`src/source/vp_consts.svh`:
```
////////////////////////////////////////////////////////////
// Divider limits, store sizes, cartridge image sizes
// and download indices of the board glue
////////////////////////////////////////////////////////////
`ifndef VP_CONSTS_SVH
`define VP_CONSTS_SVH

// Enable counter limits, period is limit plus one
`define VP_CPU_DIV_NTSC 7
`define VP_CPU_DIV_PAL  11
`define VP_VDC_DIV_NTSC 5
`define VP_VDC_DIV_PAL  9

`define VP_ROM_DEPTH  16384 // Program store bytes
`define VP_CHAR_DEPTH 512   // Font store bytes

`define VP_CART_4K  4096
`define VP_CART_8K  8192
`define VP_CART_16K 16384   // 12K images banked as 16K

`define VP_IDX_CART 1
`define VP_IDX_XROM 2
`define VP_IDX_FONT 3
`endif

```
`src/source/vp_pkg.sv`:
```
////////////////////////////////////////////////////////////
// Vector types shared by the board glue and its bench
////////////////////////////////////////////////////////////
package vp_pkg;

	typedef logic [7:0]  byte_t;
	typedef logic [11:0] cart_addr_t;  // Core side cartridge address
	typedef logic [13:0] rom_addr_t;   // 16 KiB program store
	typedef logic [8:0]  char_addr_t;  // 512 byte font store
	typedef logic [24:0] dl_addr_t;
	typedef logic [7:0]  dl_index_t;
	typedef logic [15:0] size_t;       // Downloaded byte count

	// Joypad word
	// 0 right, 1 left, 2 down, 3 up, 4 action, 5 reset
	// 6..15 number keys 1..9 then 0
	typedef logic [15:0] joy_t;
	typedef logic [9:0]  numpad_t;

	// Bit 10 toggles per event, bit 9 pressed, 8..0 scan code
	typedef logic [10:0] ps2_key_t;

	typedef logic [2:0]  contrast_t;
	typedef logic [23:0] rgb_t;        // R in 23..16, B in 7..0
	typedef logic [1:0]  pair_t;       // Bit 1 joystick A, bit 0 joystick B

endpackage

```
`src/source/vp_palette.sv`:
```
////////////////////////////////////////////////////////////
// Calibrated palette with contrast variants
////////////////////////////////////////////////////////////
module vp_palette (
	input  logic              clk_sys,
	input  logic              reset,
	input  logic              pix_en_i,
	input  logic              r_i,
	input  logic              g_i,
	input  logic              b_i,
	input  logic              luma_i,
	input  vp_pkg::contrast_t contrast_i,
	output vp_pkg::rgb_t      rgb_o
);

	// Indexed by {r, g, b, luma}
	localparam vp_pkg::rgb_t PALETTE [16] = '{
		24'h000000, 24'h676767, 24'h1A37BE, 24'h5C80F6,  // Black, grey, blues
		24'h006D07, 24'h56C469, 24'h2AAABE, 24'h77E6EB,
		24'h790000, 24'hC75151, 24'h94309F, 24'hDC84E8,  // Reds, violets
		24'h77670B, 24'hC6B86A, 24'hCECECE, 24'hFFFFFF
	};

	vp_pkg::rgb_t  entry;
	vp_pkg::rgb_t  colour;
	vp_pkg::byte_t red;
	vp_pkg::byte_t green;
	vp_pkg::byte_t blue;

	assign entry = PALETTE[{r_i, g_i, b_i, luma_i}];
	assign red   = entry[23:16];
	assign green = entry[15:8];
	assign blue  = entry[7:0];

	// Mixed channels, blue output mirrors red
	always_comb begin
		case (contrast_i)
			3'd1: colour = {{red[7:1], blue[7]}, {green[7], red[7:1]}, {red[7:1], blue[7]}};
			3'd2: colour = {{red[7:2], blue[7:6]}, {green[7:6], red[7:2]},
			                {red[7:2], blue[7:6]}};
			3'd3: colour = {{red[7:4], blue[7:4]}, {green[7:4], red[7:4]},
			                {red[7:4], blue[7:4]}};
			3'd5: colour = {{blue[7:4], red[7:4]}, {green[7:4], blue[7:4]},
			                {blue[7:4], red[7:4]}};
			3'd6: colour = {{blue[7:2], red[7:6]}, {green[7:6], blue[7:2]},
			                {blue[7:2], red[7:6]}};
			3'd7: colour = {{blue[7:1], red[7]}, {green[7], blue[7:1]}, {blue[7:1], red[7]}};
			default: colour = entry;  // Modes 0 and 4
		endcase
	end

	always_ff @(posedge clk_sys or posedge reset) begin
		if (reset)
			rgb_o <= '0;
		else if (pix_en_i)
			rgb_o <= colour;
	end

endmodule

```
`config.mk`:
```
export PLATFORM = sky130hd
export DESIGN_NAME = vp_palette
export DESIGN_NICKNAME = d
export VERILOG_FILES = /design/src/source/vp_consts.svh /design/src/source/vp_pkg.sv /design/src/source/vp_palette.sv
export SDC_FILE = /design/constraint.sdc
export NUM_CORES = 1
export LEC_CHECK = 0
export BUFFER_PORTS_ARGS = -buffer_cell sky130_fd_sc_hd__buf_2
export CELL_PAD_IN_SITES_DETAIL_PLACEMENT = 1
export CELL_PAD_IN_SITES_GLOBAL_PLACEMENT = 1
export CORE_MARGIN = 4
export CORE_UTILIZATION = 25
export CTS_CLUSTER_DIAMETER = 30
export DETAILED_ROUTE_END_ITERATION = 16
export MAX_ROUTING_LAYER = met4
export PLACE_DENSITY = 0.59
export SYNTH_ARGS = -nofsm -noshare
export SYNTH_HDL_FRONTEND = slang
export SYNTH_SLANG_ARGS = --single-unit
```
`constraint.sdc`:
```
create_clock -name clk_sys -period 0.8 [get_ports clk_sys]
set_input_delay 0.12 -clock clk_sys [delete_from_list [all_inputs] [get_ports clk_sys]]
set_output_delay 0.12 -clock clk_sys [all_outputs]
set_load 0.01 [all_outputs]
```
==> results.toml <==
[min_path]
min_to = "rgb_o[8]$_DFFE_PP0P_"
hp-class = "in -> reg"
hold_depth = 3
hp-start = "pix_en_i"

[sta]
skew_ps = 0
clock.fmax_mhz = 627
timing.setup.tns_ps = -17470
worstMarginPinSlew_ps = 556
rsz0062_at_grt = "yes"
setup-violations-final = 48
report.final.slew_viol_count = 0
min_period_over_period_pct = 199
hold_viol_final = 0
fin_crit_ps = 1590
worst_slack_ps = -794
max-slew-margin-rel_pct = 62.5

[global_routing]
grt_pass1_vias = 2783
grt_use_total_pct = 19.2
globalRouteOverflowTotal = 0
antenna_found_initial = 0
grt_start_max_net_pins = 25
grt_pass1_wl_um = 15400

[synthesis]
synth_edf_count = 0
ys_seq_elements = 24
synthFlopType = "dfrtp_1"
syn_area_mm2 = 0.00227
syn_inst = 285
yosysSeqAreaShare_pct = 26.5
syn-mean-instance-area_um2 = 7.96
async_flop_share_pct = 100
synthesis.nets = 302
netlist-cell-type-count = 53
synth_warnings = 0

[setup_path]
worstPathArrival_ps = 1750
endpoint_kind = "flip-flop"
r2r_slack_ps = -50
critical_path_peak_fanout = 6
critPathRequiredTime_ps = 950
ff2ff_path_depth = 3
r2r_end = "rgb_o[17]$_DFFE_PP0P_"
crit_type = "in -> reg"
crit_slowest_cell = "mux4_2"
startpoint_type = "input pin"
timing.rr.start = "rgb_o[17]$_DFFE_PP0P_"
path_cells = "buf_8 -> clkinvlp_4 -> ha_4 -> inv_2 -> mux4_2 -> a32o_1 -> a21oi_2 -> a31oi_1"
max_stage_delay_ps = 530

[finish]
largest_reg_flops = 24
diodes = 0
max_flop_register = "rgb_o"
final_nets = 437
post-route-util_pct = 44.0
final-seq-area_um2 = 601
multiInputGateArea_mm2 = 0.00181
drive_gt1_share_pct = 52.7
mostFrequentLayoutCell = "buf_4"
nFillCells = 1044
final_cell_mix = "buf_4, nor2_1, buf_2"
area_growth_pct = 69.9
biggestRegsByFlops = "rgb_o (24)"
fin_cells = 527

[power]
vdd_drop_max_uv = 977
power_density_mw_per_mm2 = 1300
p_leak_nw = 1.70
finalPower_mw = 5.00

[floorplanning]
io_pins = 34
die_x_um = 103
dieArea_mm2 = 0.0107
rows = 34
coreArea_mm2 = 0.00876
initial_utilization_pct = 25.9
die_h_um = 103

[clocking]
h-tree-depth = 1
cts_buffers = 3
insertion_delay_ps = 270
clockRootBuffer = "clkbuf_8"
clk_pin_slew_ps = 90
cts_sinks = 24
cts_buffer_depth = 2
tritoncts = "yes"

[route]
route.antenna.remaining_nets = 0
drtIter0Drc = 155
dr.pass1.iters = 4
wl_per_cell_um = 18.7
drt-total-wl_um = 9880
num_vias = 2761
vias_per_cell = 5.24
drc = 0

[place]
globalplace.congestion = 0.957
io_buffers = 33
dp.final_hpwl_um = 7540
dp_cells = 505

[flow_run]
max-cap-violations = 0

[status]
status = "complete, but fails checks"
violations = "setup timing"
-- routing by layer --
metal | up-vias | track usage (%) | wire length [µm] | share of wire, %
li1 | 1333 | - | - | -
met1 | 1333 | 26.3 | 4440 | 45
met2 | 77 | 30.8 | 4720 | 48
met3 | 18 | 1.88 | 508 | 5.1
met4 | 0 | 4.18 | 216 | 2.2
met5 | - | - | 0 | 0
-- what timing repair did --
| action | CTS | global route |
|---|---|---|
| gates resized for setup | 35 | 24 |
| hold buffers | 1 | 0 |
| endpoints found under the setup margin | 48 | 48 |
| pin swaps | 10 | 8 |
| hold endpoints to repair | 24 | 0 |
| gates cloned | 0 | 0 |
| buffers inserted | 11 | 6 |
-- synthesized netlist by cell type, drive strengths merged, types with 3 or more instances --
library cell | n | area share (%)
a311oi | 3 | 1.2
ha | 7 | 3.9
nor2b | 6 | 1.7
inv | 11 | 1.8
o32ai | 3 | 1.2
nor3 | 10 | 2.2
o21ai | 15 | 3.3
dfrtp | 24 | 26
nand3 | 3 | 0.66
clkbuf | 9 | 1.7
a31oi | 10 | 2.8
a22oi | 3 | 0.99
mux2i | 13 | 5.9
a2111oi | 7 | 2.8
nand2 | 15 | 2.5
o31ai | 5 | 1.7
a211oi | 6 | 2.0
mux2 | 8 | 4.5
nor2 | 44 | 7.4
buf | 16 | 4.5
a21oi | 24 | 5.5
nor4 | 3 | 0.83
and3 | 3 | 0.83
a21o | 3 | 0.99
o22ai | 7 | 1.9
-- through the flow --
stage / worst slack (ps) / hold WS, ps / instance area [µm²]
floorplan: -879 / 135 / 2400
global placement: -1200 / 153 / 3380
detailed placement: -1230 / 158 / 3380
CTS: -771 / 246 / 3700
global route: -836 / 283 / 3850
finish: -794 / 252 / 3850
-- worst max-delay path: cells and delay by family --
family	cells	cell delay (ps)
muxes	1	530
AOI/OAI and AO/OA	3	470
adders and majority gates	1	360
buffers and inverters	3	260
-- where the power goes --
group          leakage [nW]  switching [mW]  internal [mW]
clock network        0.0357           0.433          0.669
logic                  1.39            1.22           1.21
registers             0.272          0.0868           1.38
total                  1.70            1.74           3.26
-- worst max path at each step --
stage          start                    end  slack (ps)  depth (start not counted)
2_1_floorplan    b_i  rgb_o[12]$_DFFE_PP0P_        -880                          7
3_3_place_gp     b_i  rgb_o[17]$_DFFE_PP0P_       -1200                          8
3_5_place_dp     b_i  rgb_o[14]$_DFFE_PP0P_       -1230                          9
4_1_cts          b_i  rgb_o[12]$_DFFE_PP0P_        -770                          8
5_1_grt          b_i  rgb_o[17]$_DFFE_PP0P_        -840                          9
6_report         b_i  rgb_o[12]$_DFFE_PP0P_        -790                          8
-- layout make-up --
class	instances	share of cell area (%)
Timing Repair Buffer	155	30.8
Tap cell	108	3.51
Clock buffer	3	1.07
Multi-Input combinational cell	225	46.9
Inverter	11	1.36
Clock inverter	1	0.779
Sequential cell	24	15.6
-- logic make-up after synthesis --
group                    synth area share [%]
buffers and inverters                    8.00
multiplexers                             12.4
adder cells (fa/ha/maj)                  3.86
AND/OR/NAND/NOR                          19.1
AO/OA/AOI/OAI                            30.2
flip-flops                               26.5
(Power assumes the default switching activity.)
