[src/source/vp_consts.svh]
////////////////////////////////////////////////////////////
// Divider limits, store sizes, cartridge image sizes
// and download indices of the board glue
////////////////////////////////////////////////////////////
`ifndef VP_CONSTS_SVH
`define VP_CONSTS_SVH

// Enable counter limits, period is limit plus one
`define VP_CPU_DIV_NTSC 7
`define VP_CPU_DIV_PAL  11
`define VP_VDC_DIV_NTSC 5
`define VP_VDC_DIV_PAL  9

`define VP_ROM_DEPTH  16384 // Program store bytes
`define VP_CHAR_DEPTH 512   // Font store bytes

`define VP_CART_4K  4096
`define VP_CART_8K  8192
`define VP_CART_16K 16384   // 12K images banked as 16K

`define VP_IDX_CART 1
`define VP_IDX_XROM 2
`define VP_IDX_FONT 3
`endif

[src/source/vp_clock_enables.sv]
////////////////////////////////////////////////////////////
// CPU and VDC clock enable pulses, NTSC and PAL
////////////////////////////////////////////////////////////
`include "vp_consts.svh"

module vp_clock_enables (
	input  logic clk_sys,
	input  logic reset,
	input  logic pal_i,     // Only changes while reset is held
	output logic cpu_en_o,
	output logic vdc_en_o
);

	logic [3:0] cpu_ctr;
	logic [3:0] vdc_ctr;
	logic [3:0] cpu_limit;
	logic [3:0] vdc_limit;

	assign cpu_limit = pal_i ? 4'(`VP_CPU_DIV_PAL) : 4'(`VP_CPU_DIV_NTSC);
	assign vdc_limit = pal_i ? 4'(`VP_VDC_DIV_PAL) : 4'(`VP_VDC_DIV_NTSC);

	// CPU divider, 8 or 12 cycles
	always_ff @(posedge clk_sys or posedge reset) begin
		if (reset) begin
			cpu_ctr  <= 4'd0;
			cpu_en_o <= 1'b0;
		end else if (cpu_ctr >= cpu_limit) begin
			cpu_ctr  <= 4'd0;
			cpu_en_o <= 1'b1;   // Pulse on the wrap edge
		end else begin
			cpu_ctr  <= cpu_ctr + 4'd1;
			cpu_en_o <= 1'b0;
		end
	end

	// VDC divider, 6 or 10 cycles
	always_ff @(posedge clk_sys or posedge reset) begin
		if (reset) begin
			vdc_ctr  <= 4'd0;
			vdc_en_o <= 1'b0;
		end else if (vdc_ctr >= vdc_limit) begin
			vdc_ctr  <= 4'd0;
			vdc_en_o <= 1'b1;
		end else begin
			vdc_ctr  <= vdc_ctr + 4'd1;
			vdc_en_o <= 1'b0;
		end
	end

endmodule

[config.mk]
export PLATFORM = sky130hd
export DESIGN_NAME = vp_clock_enables
export DESIGN_NICKNAME = d
export VERILOG_FILES = /design/src/source/vp_clock_enables.sv
export VERILOG_INCLUDE_DIRS = /design/src /design/src/source
export SDC_FILE = /design/constraint.sdc
export NUM_CORES = 1
export LEC_CHECK = 0
export BUFFER_PORTS_ARGS = -buffer_cell sky130_fd_sc_hd__buf_2
export CELL_PAD_IN_SITES_DETAIL_PLACEMENT = 0
export CELL_PAD_IN_SITES_GLOBAL_PLACEMENT = 1
export CORE_AREA = 2 2 39 41
export CTS_CLUSTER_SIZE = 14
export DETAILED_ROUTE_END_ITERATION = 10
export DIE_AREA = 0 0 41 43
export HOLD_SLACK_MARGIN = 0.06
export PLACE_DENSITY_LB_ADDON = 0.15
export SYNTH_ARGS = -nofsm -noshare
export SYNTH_HDL_FRONTEND = slang
export SYNTH_SLANG_ARGS = --single-unit
[constraint.sdc]
create_clock -name clk_sys -period 4 [get_ports clk_sys]
set_clock_uncertainty 0.05 [all_clocks]
set_input_delay 0.8 -clock clk_sys [delete_from_list [all_inputs] [get_ports clk_sys]]
set_output_delay 0.8 -clock clk_sys [all_outputs]
set_load 0.02 [all_outputs]
==> results_tabular.tex <==
\begin{tabular}{lr}
\hline
Metric & Value \\
\hline
\multicolumn{2}{l}{\textbf{Routing}} \\
\quad Post-detailed-route DRC marker count & 0 \\
\quad Via count of the routed design & 311 \\
\quad Aggregate routed wire length & 771 µm \\
\quad Routed via count divided by cell count & 4.64 \\
\quad Number of optimization iterations in the first detailed-route pass & 2 \\
\quad Number of routed nets with antenna violations & 0 \\
\quad Routed wire length per instance & around 12 µm \\
\quad DRC marker count from the first detailed-route iteration & 6 \\
\multicolumn{2}{l}{\textbf{CTS}} \\
\quad Post-cts resize count & 0 \\
\quad Number of hold-repair buffers added at the cts stage & 0 \\
\quad Reg clk slew, reported paths & $\sim$0.06 ns \\
\quad Later-pin clock latency in the skew report & 0.25 ns \\
\quad TritonCTS clock tree & built \\
\quad Htree depth & 1 \\
\quad Number of buffers created by CTS & 3 \\
\quad Sink count of the clock tree & 10 \\
\quad Root cell of the clock tree & sky130\_fd\_sc\_hd\_\_clkbuf\_4 \\
\quad Buffers inserted during post-CTS setup optimization & 0 \\
\quad Deepest clock path buffer count & 2 \\
\multicolumn{2}{l}{\textbf{Critical path}} \\
\quad Reg-to-Reg End & vdc\_ctr[3] \\
\quad Cells along the critical path & buf\_2 \\
\quad Cell type group with the largest total delay on the critical path & flip-flops \\
\quad Nature of the critical path startpoint & register \\
\quad Crit path buffers/inverters & 1 \\
\quad Category of the worst setup path capture point & output port \\
\quad Kind of critical path & reg2out \\
\quad Number of cells on the worst reg-to-reg path & 4 \\
\quad Critical Path Max Stage Delay & 0.35 ns \\
\quad Crit path DAT & about 0.76 ns \\
\quad Required time of the critical path & 3.15 ns \\
\quad Slowest stage cell on the critical path & sky130\_fd\_sc\_hd\_\_dfrtp\_1 \\
\quad Critical-path maximum fanout & 1 \\
\quad Worst reg2reg setup slack & approximately 2.6 ns \\
\quad Reg-to-reg startpoint & vdc\_ctr[0] \\
\multicolumn{2}{l}{\textbf{Logic synthesis}} \\
\quad Share of cell area taken by muxes after synthesis & 0\% \\
\quad Synth Cell Area & 507 µm² \\
\quad Area fraction in and, or, nand and nor cells after synthesis & 8.89\% \\
\quad Synth Warn \# & 0 \\
\quad Distinct cell type count after synthesis & 12 \\
\quad Most numerous cell in the Yosys netlist & sky130\_fd\_sc\_hd\_\_dfrtp\_1 \\
\quad Post-synthesis cell count & 43 \\
\quad Dominant cells by area after synthesis & sky130\_fd\_sc\_hd\_\_dfrtp\_1, sky130\_fd\_sc\_hd\_\_ha\_1, sky130\_fd\_sc\_hd\_\_a21o\_1 \\
\quad Compound-cell area share of the yosys netlist & 11.4\% \\
\quad Most used flip-flop cell after synthesis & sky130\_fd\_sc\_hd\_\_dfrtp\_1 \\
\quad Portion of synthesized cell area occupied by the leading cell type & 49.4\% \\
\quad FFs w/ async S/R, synth & 100\% \\
\quad Share of the yosys chip area belonging to registers & between 40 and 50\% \\
\quad Combinational family with the most area after synthesis & adder cells \\
\quad Cell type with the largest total area after synthesis & sky130\_fd\_sc\_hd\_\_dfrtp\_1 \\
\quad Xor-xnor portion of the synthesized cell area & 6.91\% \\
\quad Number of enable-type register cells in the synthesized netlist & 0 \\
\quad Flip-flop and latch count after synthesis & 10 \\
\quad Post-Synth Adder-Cell Area & 19.8\% \\
\quad Mean post-synth cell area & 11.8 µm² \\
\quad Most instantiated cells after synthesis & sky130\_fd\_sc\_hd\_\_dfrtp\_1, sky130\_fd\_sc\_hd\_\_ha\_1, sky130\_fd\_sc\_hd\_\_inv\_1 \\
\quad Synthesized Nets & 54 \\
\multicolumn{2}{l}{\textbf{Hold path}} \\
\quad Min-delay worst type & reg2reg \\
\quad Hold Path Cell Cnt & 1 \\
\quad Hold path start & cpu\_ctr[0] \\
\quad Hold EP & cpu\_ctr[0] \\
\multicolumn{2}{l}{\textbf{Die}} \\
\quad Number of placement rows & 14 \\
\quad Chip Width & 41 µm \\
\quad Count of boundary I/O pins & 5 \\
\quad Area enclosed by the die boundary & 0.00176 mm² \\
\quad Starting utilization of the core area & between 30 and 40\% \\
\quad Chip height & between 40 and 50 µm \\
\quad Area of the placeable core & around 0.0014 mm² \\
\multicolumn{2}{l}{\textbf{Placed design}} \\
\quad Placed wire-length estimate & approximately 620 µm \\
\quad Count of buffers inserted at the top-level ports & 4 \\
\quad Weighted congestion reported at the end of routability-driven placement & 0.644 \\
\multicolumn{2}{l}{\textbf{Final layout}} \\
\quad Multi-input gate area & 238 µm² \\
\quad Area used by sequential logic in the layout & 250 µm² \\
\quad Filler instances & 141 \\
\quad Synthesis-to-layout area growth & 15.1\% \\
\quad Proportion of layout cells with a drive suffix above 1 & around 18\% \\
\quad Nets@finish & 63 \\
\quad Final design utilization & around 42\% \\
\quad Diode count & 0 \\
\multicolumn{2}{l}{\textbf{STA}} \\
\quad Max-slew violations & 0 \\
\quad RSZ-0062 raised after global routing & no \\
\quad Final clock period utilization by the worst path & 40.2\% \\
\quad Endpoints failing hold & 0 \\
\quad \# setup viols final & 0 \\
\quad Maximum clock frequency & $\sim$620 MHz \\
\quad Final total negative setup slack & 0 ns \\
\quad Worst-margin pin slew & between 0.3 and 0.4 ns \\
\quad Max-slew headroom & 75.3\% \\
\quad Time the worst path needs with I/O delays and setup & 1.61 ns \\
\multicolumn{2}{l}{\textbf{Global routing}} \\
\quad Pin count of the biggest net entering global routing & 11 \\
\quad Wire length of the first global-routing pass & 1.30 mm \\
\quad Antenna violations before repair & 0 \\
\quad Via count of the first global-routing pass & 324 \\
\quad Overall global routing resource usage & $\sim$11\% \\
\quad Remaining Overflow, GRT & 0 \\
\multicolumn{2}{l}{\textbf{Pwr}} \\
\quad Power share of the combinational group & between 40\% and 50\% \\
\quad Pwr dens & 771 mW/mm² \\
\quad Clock Power Share & 19.5\% \\
\quad Sequential cell fraction of total power & around two fifths \\
\quad Switching power total & 0.160 mW \\
\quad Max rail drop VDD & 0.282 mV \\
\quad Cell internal pwr & 0.289 mW \\
\quad Leakage component of the power & 0.325 nW \\
\quad Switching fraction of total power & 35.7\% \\
\multicolumn{2}{l}{\textbf{Status}} \\
\quad Status & finished clean \\
\multicolumn{2}{l}{\textbf{Job}} \\
\quad Number of maximum-capacitance constraint violations & 0 \\
\hline
\end{tabular}
-- placed cells by master, fill, tap and decap left out --
cell                       count
sky130_fd_sc_hd__a211oi_1      3
sky130_fd_sc_hd__a21o_1        4
sky130_fd_sc_hd__a21oi_1       1
sky130_fd_sc_hd__buf_2         4
sky130_fd_sc_hd__clkbuf_4      3
sky130_fd_sc_hd__clkbuf_8      1
sky130_fd_sc_hd__dfrtp_1      10
sky130_fd_sc_hd__ha_1          8
sky130_fd_sc_hd__inv_1         5
sky130_fd_sc_hd__nand2b_1      1
sky130_fd_sc_hd__nand2b_4      1
sky130_fd_sc_hd__nand3_1       2
sky130_fd_sc_hd__nor2_1        4
sky130_fd_sc_hd__xnor2_1       2
sky130_fd_sc_hd__xor2_1        2
-- layout make-up --
cell class,instances,area share (%)
inverters,5,3.22
well taps,16,3.43
repair buffers,4,3.43
clock buffers,4,6.22
multi-input cells,28,40.8
flip-flops and latches,10,42.9
-- per-layer routing --
| layer | global-route usage [%] | wire [µm] | up-vias |
|---|---|---|---|
| li1 | - | - | 162 |
| met1 | 11.8 | 290 | 147 |
| met2 | 20.3 | 457 | 2 |
| met3 | 4.71 | 23 | 0 |
| met4 | 2.00 | 0 | 0 |
| met5 | 0 | 0 | - |
-- worst register-to-register path, stage by stage, from the launching register on --
cell and delay [ns]:
sky130_fd_sc_hd__dfrtp_1 0.43, sky130_fd_sc_hd__ha_1 0.21, sky130_fd_sc_hd__nand2b_4 0.13, sky130_fd_sc_hd__a21o_1 0.21, sky130_fd_sc_hd__a211oi_1 0.27
-- power by group through the flow --
stage               sequential (mW)  combinational [mW]  clock [mW]
floorplan                     0.185               0.137           0
global placement              0.182               0.177           0
detailed placement            0.183               0.184           0
CTS                           0.182               0.187      0.0912
global route                  0.185               0.210      0.0963
finish                        0.180               0.181      0.0878
-- through the flow --
stage / hold slack (ns) / setup WS [ns] / cells / instance area [µm²] / power, mW
2_1_floorplan: 0.383 / 2.37 / 43 / 507 / 0.323
3_3_place_gp: 0.406 / 2.18 / 63 / 547 / 0.359
3_5_place_dp: 0.409 / 2.17 / 63 / 547 / 0.368
4_1_cts: 0.418 / 2.38 / 67 / 583 / 0.460
5_1_grt: 0.434 / 2.36 / 67 / 583 / 0.491
6_report: 0.412 / 2.39 / 67 / 583 / 0.449
-- worst max path at each step --
stage                     slack (ns)          to  cells past startpoint     start
after detailed placement        2.17  vdc_ctr[3]                      4     pal_i
after global placement          2.18  vdc_ctr[0]                      4     pal_i
final                           2.39    cpu_en_o                      1  cpu_en_o
after CTS                       2.38    vdc_en_o                      1  vdc_en_o
after floorplan                 2.37  cpu_ctr[2]                      4     pal_i
after global routing            2.36    vdc_en_o                      1  vdc_en_o
-- cell families (layout without fill, tap and decap cells) --
kind of cell    after synthesis  after routing
flops                        10             10
fa+ha+maj                     8              8
compound gates                8              8
simple gates                  8              8
buf+inv                       5             13
xor+xnor                      4              4
-- sequential cells by signal, summed over array words and instances (netlist names) --
signal / cells
cpu_en_o: 1
vdc_ctr: 4
vdc_en_o: 1
cpu_ctr: 4
(Power assumes the default switching activity.)
